<file path="src/common/polyPkg.sv">
`default_nettype none

package polyPkg;

    // ========================================================================
    // screen geometry and word widths
    // ========================================================================
    localparam int ScreenWidth  = 640;          // visible columns
    localparam int ScreenHeight = 480;          // visible rows
    localparam int CoordWidth   = 12;           // signed drawing coordinates
    localparam int ScreenXWidth = 10;           // enough for 0..639
    localparam int ScreenYWidth = 9;            // enough for 0..479
    localparam int ColorWidth   = 3;            // one bit per channel

    // deltas and error term of the line stepper
    // two bits over a coordinate difference so that 2*err never overflows
    localparam int ErrWidth     = CoordWidth + 3;

    // ========================================================================
    // shared types
    // ========================================================================
    typedef logic signed [CoordWidth-1:0] coordT;
    typedef logic [ColorWidth-1:0]        colorT;

    typedef struct packed {
        coordT x;
        coordT y;
    } vertexT;                                  // 24 bits

    typedef struct packed {
        vertexT v0;
        vertexT v1;
        vertexT v2;
        vertexT v3;
    } quadT;                                    // 96 bits, edges run v0 to v3 and back

    typedef struct packed {
        vertexT p0;                             // first point drawn
        vertexT p1;                             // last point drawn, inclusive
    } lineT;

    typedef struct packed {
        logic [ScreenXWidth-1:0] x;
        logic [ScreenYWidth-1:0] y;
        colorT                   color;
    } pixelT;                                   // 22 bits

endpackage

`default_nettype wire
</file>
<file path="src/rtl/quadRenderer.sv">
`timescale 1ns/100ps
`default_nettype none

module quadRenderer
    import polyPkg::*;
(
    input  wire logic  Clock,
    input  wire logic  rst,
    input  wire logic  start,                   // taken only while busy is low
    input  wire quadT  quad,
    input  wire colorT color,
    output logic       busy,
    output logic       pixelValid,              // no back-pressure
    output pixelT      pixel,
    output logic       frameDone                // one cycle after the last pixel
);

    // sequencer to stepper
    logic   lineStart;
    lineT   lineEdge;
    logic   lineBusy;
    logic   lineDone;

    // stepper to clipper
    logic   pointValid;
    vertexT point;
    colorT  drawColor;

    // ========================================================================
    // edge sequencer
    // ========================================================================
    polygonSeq uSeq (
        .Clock     (Clock),
        .rst       (rst),
        .start     (start),
        .quad      (quad),
        .color     (color),
        .lineBusy  (lineBusy),
        .lineDone  (lineDone),
        .lineStart (lineStart),
        .lineEdge  (lineEdge),
        .drawColor (drawColor),
        .busy      (busy),
        .frameDone (frameDone)
    );

    // bresenham stepper
    lineDraw uLine (
        .Clock      (Clock),
        .rst        (rst),
        .lineStart  (lineStart),
        .lineEdge   (lineEdge),
        .lineBusy   (lineBusy),
        .lineDone   (lineDone),
        .pointValid (pointValid),
        .point      (point)
    );

    // screen clip and output register
    pixelClip uClip (
        .Clock      (Clock),
        .rst        (rst),
        .pointValid (pointValid),
        .point      (point),
        .drawColor  (drawColor),
        .pixelValid (pixelValid),
        .pixel      (pixel)
    );

endmodule

`default_nettype wire

</file>
<file path="src/rtl/pixelClip.sv">
`timescale 1ns/100ps
`default_nettype none

module pixelClip
    import polyPkg::*;
(
    input  wire logic   Clock,
    input  wire logic   rst,
    input  wire logic   pointValid,
    input  wire vertexT point,                  // signed drawing coordinates
    input  wire colorT  drawColor,
    output logic        pixelValid,             // one cycle after pointValid
    output pixelT       pixel
);

    logic onScreen;
    logic keep;

    // ========================================================================
    // bounds test against the visible area
    // ========================================================================
    assign onScreen = (point.x >= 0) && (point.x < ScreenWidth) &&
                      (point.y >= 0) && (point.y < ScreenHeight);
    assign keep     = pointValid && onScreen;   // off-screen points vanish

    always_ff @(posedge Clock) begin
        if (rst) begin
            pixelValid <= 1'b0;
        end else begin
            pixelValid <= keep;
        end
    end

    // low bits only, range already checked
    always_ff @(posedge Clock) begin
        if (keep) begin
            pixel.x     <= point.x[ScreenXWidth-1:0];
            pixel.y     <= point.y[ScreenYWidth-1:0];
            pixel.color <= drawColor;
        end
    end

    // every pixel leaving this stage lies inside the screen
    assert property (@(posedge Clock) disable iff (rst)
        pixelValid |-> (pixel.x < ScreenWidth) && (pixel.y < ScreenHeight));

endmodule

`default_nettype wire

</file>
<file path="src/polygon/polygonSeq.sv">
`timescale 1ns/100ps
`default_nettype none

module polygonSeq
    import polyPkg::*;
(
    input  wire logic  Clock,
    input  wire logic  rst,
    input  wire logic  start,
    input  wire quadT  quad,
    input  wire colorT color,
    input  wire logic  lineBusy,
    input  wire logic  lineDone,
    output logic       lineStart,               // one-cycle pulse per edge
    output lineT       lineEdge,                // endpoints for the stepper
    output colorT      drawColor,               // color of the whole frame
    output logic       busy,
    output logic       frameDone
);

    typedef enum logic [1:0] {
        Idle,
        Load,                                   // pick the next edge
        Draw,                                   // wait for the stepper
        Finish                                  // frame complete
    } seqStateT;

    seqStateT   state;
    logic [1:0] edgeCnt;                        // 0..3, edge being drawn
    logic       accept;
    quadT       quadReg;
    lineT       edgeSel;

    assign busy      = (state == Load) || (state == Draw);
    assign frameDone = (state == Finish);       // busy already low here
    assign accept    = start && !busy;          // Idle or Finish

    // ========================================================================
    // edge mux over the latched quad
    // ========================================================================
    always_comb begin
        case (edgeCnt)
            2'd0:    edgeSel = '{p0: quadReg.v0, p1: quadReg.v1};
            2'd1:    edgeSel = '{p0: quadReg.v1, p1: quadReg.v2};
            2'd2:    edgeSel = '{p0: quadReg.v2, p1: quadReg.v3};
            default: edgeSel = '{p0: quadReg.v3, p1: quadReg.v0};   // closing edge
        endcase
    end

    // ========================================================================
    // sequencer FSM
    // ========================================================================
    always_ff @(posedge Clock) begin
        if (rst) begin
            state     <= Idle;
            edgeCnt   <= '0;
            lineStart <= 1'b0;
        end else begin
            lineStart <= (state == Load);       // high in the first Draw cycle
            case (state)
                Load: state <= Draw;
                Draw: begin
                    if (lineDone) begin
                        edgeCnt <= edgeCnt + 2'd1;
                        // last edge done so the frame ends
                        state   <= (edgeCnt == 2'd3) ? Finish : Load;
                    end
                end
                default: begin                  // Idle and Finish
                    if (accept) begin
                        state   <= Load;
                        edgeCnt <= '0;
                    end else begin
                        state   <= Idle;
                    end
                end
            endcase
        end
    end

    // payload
    always_ff @(posedge Clock) begin
        if (accept) begin
            quadReg   <= quad;
            drawColor <= color;
        end
        if (state == Load) begin
            lineEdge <= edgeSel;                // stable before lineStart
        end
    end

    // ========================================================================
    // checks
    // ========================================================================
    // never hand a line to a busy stepper
    assert property (@(posedge Clock) disable iff (rst)
        !(lineStart && lineBusy));

    // completion pulses only arrive while we wait for them
    assert property (@(posedge Clock) disable iff (rst)
        lineDone |-> (state == Draw));

endmodule

`default_nettype wire

</file>
<file path="src/lineDraw/lineDraw.sv">
`timescale 1ns/100ps
`default_nettype none

module lineDraw
    import polyPkg::*;
(
    input  wire logic Clock,
    input  wire logic rst,
    input  wire logic lineStart,                // taken only while lineBusy is low
    input  wire lineT lineEdge,                 // endpoints of the line
    output logic      lineBusy,
    output logic      lineDone,                 // one cycle after the last point
    output logic      pointValid,
    output vertexT    point
);

    typedef enum logic [1:0] {
        Idle,
        Setup,                                  // deltas computed here
        Draw,                                   // one point per clock
        Done                                    // completion pulse
    } lineStateT;

    lineStateT state;
    logic      accept;

    // latched endpoints and walk state
    lineT   ends;
    vertexT cur;                                // point shown this cycle
    logic   incX;                               // 1 means x grows toward p1
    logic   incY;
    logic   atEnd;

    // bresenham terms with dy kept as the negated absolute delta
    logic signed [ErrWidth-1:0] diffX;
    logic signed [ErrWidth-1:0] diffY;
    logic signed [ErrWidth-1:0] absX;
    logic signed [ErrWidth-1:0] absY;
    logic signed [ErrWidth-1:0] dx;
    logic signed [ErrWidth-1:0] dy;
    logic signed [ErrWidth-1:0] err;
    logic signed [ErrWidth-1:0] err2;
    logic signed [ErrWidth-1:0] errNext;
    vertexT                     curNext;

    assign lineBusy   = (state == Setup) || (state == Draw);
    assign pointValid = (state == Draw);
    assign lineDone   = (state == Done);
    assign point      = cur;

    assign accept = lineStart && !lineBusy;     // Idle or Done
    assign atEnd  = (cur == ends.p1);           // last point reached

    // ========================================================================
    // setup arithmetic on the latched endpoints
    // ========================================================================
    assign diffX = ErrWidth'($signed(ends.p1.x)) - ErrWidth'($signed(ends.p0.x));
    assign diffY = ErrWidth'($signed(ends.p1.y)) - ErrWidth'($signed(ends.p0.y));
    assign absX  = diffX[ErrWidth-1] ? -diffX : diffX;
    assign absY  = diffY[ErrWidth-1] ? -diffY : diffY;

    // ========================================================================
    // one bresenham step from the current point
    // ========================================================================
    always_comb begin
        err2    = err <<< 1;
        errNext = err;
        curNext = cur;
        if (err2 >= dy) begin                   // x step
            errNext   = errNext + dy;
            curNext.x = incX ? cur.x + coordT'(1) : cur.x - coordT'(1);
        end
        if (err2 <= dx) begin                   // y step
            errNext   = errNext + dx;
            curNext.y = incY ? cur.y + coordT'(1) : cur.y - coordT'(1);
        end
    end

    // control
    always_ff @(posedge Clock) begin
        if (rst) begin
            state <= Idle;
        end else begin
            case (state)
                Setup: state <= Draw;
                Draw: begin
                    if (atEnd) begin
                        state <= Done;          // p1 was just shown
                    end
                end
                default: begin                  // Idle and Done
                    state <= accept ? Setup : Idle;
                end
            endcase
        end
    end

    // datapath registers
    always_ff @(posedge Clock) begin
        if (accept) begin
            ends <= lineEdge;
        end
        if (state == Setup) begin
            cur  <= ends.p0;
            dx   <= absX;
            dy   <= -absY;
            err  <= absX - absY;                // dx + dy
            incX <= !diffX[ErrWidth-1];
            incY <= !diffY[ErrWidth-1];
        end else if ((state == Draw) && !atEnd) begin
            cur <= curNext;
            err <= errNext;
        end
    end

    // ========================================================================
    // checks
    // ========================================================================
    // true when two coordinates differ by at most one
    function automatic logic nearBy(input coordT a, input coordT b);
        return (a == b) || (a == b + coordT'(1)) || (b == a + coordT'(1));
    endfunction

    // the done pulse never overlaps a point
    assert property (@(posedge Clock) disable iff (rst)
        !(lineDone && pointValid));

    // consecutive points of one line are neighbours in one of eight directions
    assert property (@(posedge Clock) disable iff (rst)
        (pointValid && $past(pointValid)) |->
            nearBy(point.x, $past(point.x)) && nearBy(point.y, $past(point.y)) &&
            (point != $past(point)));

endmodule

`default_nettype wire

</file>
<file path="config.mk">
export PLATFORM = sky130hd
export DESIGN_NAME = quadRenderer
export DESIGN_NICKNAME = d
export VERILOG_FILES = /design/src/common/polyPkg.sv /design/src/rtl/quadRenderer.sv /design/src/rtl/pixelClip.sv /design/src/polygon/polygonSeq.sv /design/src/lineDraw/lineDraw.sv
export SDC_FILE = /design/constraint.sdc
export NUM_CORES = 1
export LEC_CHECK = 0
export BUFFER_PORTS_ARGS = -buffer_cell sky130_fd_sc_hd__buf_4
export CELL_PAD_IN_SITES_DETAIL_PLACEMENT = 1
export CELL_PAD_IN_SITES_GLOBAL_PLACEMENT = 1
export CORE_MARGIN = 1
export CORE_UTILIZATION = 51
export CTS_BUF_LIST = sky130_fd_sc_hd__clkbuf_8
export DETAILED_ROUTE_END_ITERATION = 12
export GPL_ROUTABILITY_DRIVEN = 0
export GPL_TIMING_DRIVEN = 0
export PLACE_DENSITY = 0.82
export SYNTH_ARGS = -nofsm -noshare
export SYNTH_HDL_FRONTEND = slang
export SYNTH_SLANG_ARGS = --single-unit
</file>
<file path="constraint.sdc">
create_clock -name Clock -period 5.5 [get_ports Clock]
set_clock_uncertainty 0.15 [all_clocks]
set_input_delay 0.55 -clock Clock [delete_from_list [all_inputs] [get_ports Clock]]
set_output_delay 0.55 -clock Clock [all_outputs]
set_load 0.05 [all_outputs]
</file>
==> results_dict.tcl <==
set metrics [dict create \
    cp.required_ns 5.67 \
    numCtsBuffers 48 \
    yosysTopAreaCellShare_pct 51.8 \
    r2r_slack_ns 0.18 \
    max_slew_margin_pct 29.9 \
    drt_pre_antenna_iters 9 \
    hpwl_um 34500 \
    rsz0062_at_grt "false" \
    post-place-cells 1988 \
    synthToLayoutAreaGrowth_pct 21.6 \
    final_nets 1938 \
    clock_sinks 295 \
    fin_crit_sh_pct 96.7 \
    grt_overflow 0 \
    grt_first_pass_wirelength_um 87200 \
    placed_area_um2 18300 \
    fin_util_pct 63.5 \
    stdcell_count 2173 \
    cts_root_buffer "clkbuf_8" \
    synth_cell_types 82 \
    core_um2 31900 \
    drt_iter0_drc 1670 \
    track_usage_pct 34.9 \
    drv_cap 0 \
    fin_crit_ns 5.32 \
    setup_viol 0 \
    die_w_um 183 \
    drv_slew 0 \
    yosysSeqAreaShare_pct 52.7 \
    final_area_um2 20300 \
    synth_cells 1418 \
    num_rows 65 \
    vias 13700 \
    antenna_found_initial 0 \
    cts_htree_levels 2 \
    r2r_start "uLine.ends[0]" \
    start_kind "flip-flop" \
    wl_um 58700 \
    fill_cells 3274 \
    tightest_slew_ns 1.05 \
    syn_avg_cell_area_um2 11.7 \
    die_y_um 183 \
    ys_warn_count 0 \
    cp.arrival_ns 5.49 \
    port_buffers 126 \
    path_max_fanout 10 \
    multi_input_area_um2 7250 \
    peakVddDrop_v 0.000238 \
    max_freq_mhz 188 \
    outcome "finished, final reports clean" \
    reg2regPathDepth 24 \
    antenna_cells 0 \
    synth_top_area_cell "edfxtp_1" \
    clk_latency_ns 0.61 \
    critPathCaptureType "flip-flop" \
    power_density_nw_per_um2 477 \
    grt_pass1_vias 14500 \
    critPathKind "flip-flop to flip-flop" \
    drive_gt1_share_pct 15.1 \
    synth-seq-cells 295 \
    async_reset_ff_share_pct 0 \
    hold_class "input port to flip-flop" \
    via_per_inst 6.30 \
    ys.flop_type "edfxtp_1" \
    hold_viol_final 0 \
    synth_enable_flop_cells 287 \
    critPathLaunch "uLine.ends[0]" \
    dieArea_um2 33400 \
    synth_area_leaders "edfxtp_1, ha_1, mux2i_1" \
    drc 0 \
    ant_nets 0 \
    cts_tree "yes" \
    cts_max_path_buffers 3 \
    synth_commonest_cells "edfxtp_1, inv_1, ha_1" \
    rr_endpoint "uLine.err[10]" \
    netlist_area_um2 16700 \
    grt_max_degree 80 \
    ios 127 \
    yosysMostFrequentCell "edfxtp_1" \
    endpoint "uLine.err[10]" \
    cts.clk_slew.worst_paths_ns 0.07 \
    p_leak_nw 8.02 \
    area.sequential_um2 8780 \
    routedWlPerCell_um 27.0 \
    initial_core_util_pct 52.2 \
]
[per-stage QoR]
step	total power [mW]	hold slack (ns)	TNS, ns	setup WS, ns
5_1_grt	10.1	0.00693	0	0.00330
2_1_floorplan	6.18	0.250	0	0.543
4_1_cts	9.22	0.00244	0	0.0275
6_report	9.66	0.0106	0	0.181
3_3_place_gp	7.02	0.250	-2.49	-0.383
3_5_place_dp	7.33	0.256	-0.737	-0.483
[cells in the final DEF, fill, tap and decap left out, types with 57 or more instances in the layout]
cell           synthesis  routed
edfxtp_1             287     287
inv_1                145     158
buf_4                  0     138
ha_1                 125     122
dlygate4sd3_1          0      96
nand2_1               89      89
nor2_1                70      70
o21ai_0               73      67
a21oi_1               68      67
xor2_1                58      58
mux2i_1               58      57
xnor2_1               58      57
[where the power goes]
group | switching, mW | internal, mW | leakage (nW) | total [mW]
Sequential | 0.308 | 2.98 | 2.73 | 3.28
Clock | 1.03 | 0.897 | 0.496 | 1.92
Combinational | 2.60 | 1.85 | 4.80 | 4.45
Total | 3.93 | 5.72 | 8.02 | 9.66
[flip-flops by register name (all words and copies together), names as in the netlist, 2 cells and up]
| signal | count |
|---|---|
| uLine.ends | 48 |
| uLine.state | 2 |
| uLine.err | 14 |
| uLine.dy | 15 |
| uSeq.state | 2 |
| uLine.point | 24 |
| uSeq.drawColor | 3 |
| uLine.dx | 15 |
| uSeq.edgeCnt | 2 |
| uSeq.lineEdge | 48 |
| uClip.pixel | 22 |
| uSeq.quadReg | 96 |
[worst min-delay path by stage]
stage / cells after the start / endpoint / from
finish: 1 / uSeq.quadReg[46] / quad[46]
global route: 1 / uSeq.quadReg[46] / quad[46]
CTS: 1 / uSeq.quadReg[83] / quad[83]
detailed placement: 0 / uClip.pixel[2] / uSeq.drawColor[2]
global placement: 0 / uClip.pixel[0] / uSeq.drawColor[0]
floorplan: 0 / uClip.pixel[0] / uSeq.drawColor[0]
[metal layers]
layer / track usage [%] / up-vias / part of all wire [%] / wire length (um)
met5: 0 / - / 0 / 0
met4: 19.9 / 0 / 6.3 / 3710
met3: 5.47 / 259 / 7.5 / 4430
li1: - / 5857 / - / -
met2: 62.3 / 910 / 50 / 29100
met1: 39.8 / 6670 / 36 / 21400
[area by class of cell]
cell class | instances | share of cell area (%)
flip-flops and latches | 295 | 43.3
multi-input cells | 935 | 35.8
repair buffers | 237 | 10.2
clock buffers | 50 | 3.40
inverters | 147 | 2.74
well taps | 435 | 2.69
clock inverters | 34 | 0.933
plain buffers | 40 | 0.883
[logic make-up after synthesis]
group | share of synthesized area, %
xor gates and xnor gates | 6.20
DFF | 52.7
muxes | 4.09
AOI/OAI and AO/OA | 12.9
other | 0.0225
adders and majority gates | 10.2
buffers and inverters | 4.36
and+or+nand+nor | 9.47
[what timing repair did]
item	4_1_cts	5_1_grt
hold endpoints to repair	96	0
setup buffers	0	7
setup endpoints to repair	4	8
pin swaps	1	7
hold buffers	96	0
gates resized for setup	6	27
[critical path, cell delays in order, from the launching register on]
cell,delay [ns]
edfxtp_1,0.44
inv_1,0.14
ha_1,0.23
fa_2,0.29
nor2b_4,0.07
o2111ai_2,0.25
nand4_1,0.17
a31oi_1,0.27
o21a_2,0.30
inv_4,0.09
buf_4,0.19
nand2_1,0.13
o21ai_2,0.11
fa_1,0.47
a21o_1,0.18
a21oi_2,0.17
nand2b_1,0.13
a21boi_1,0.09
nor4_2,0.31
o41ai_2,0.12
buf_4,0.15
buf_4,0.13
xnor2_1,0.12
xnor2_1,0.22
mux2i_1,0.10
Power figures use the tool's default switching activity.
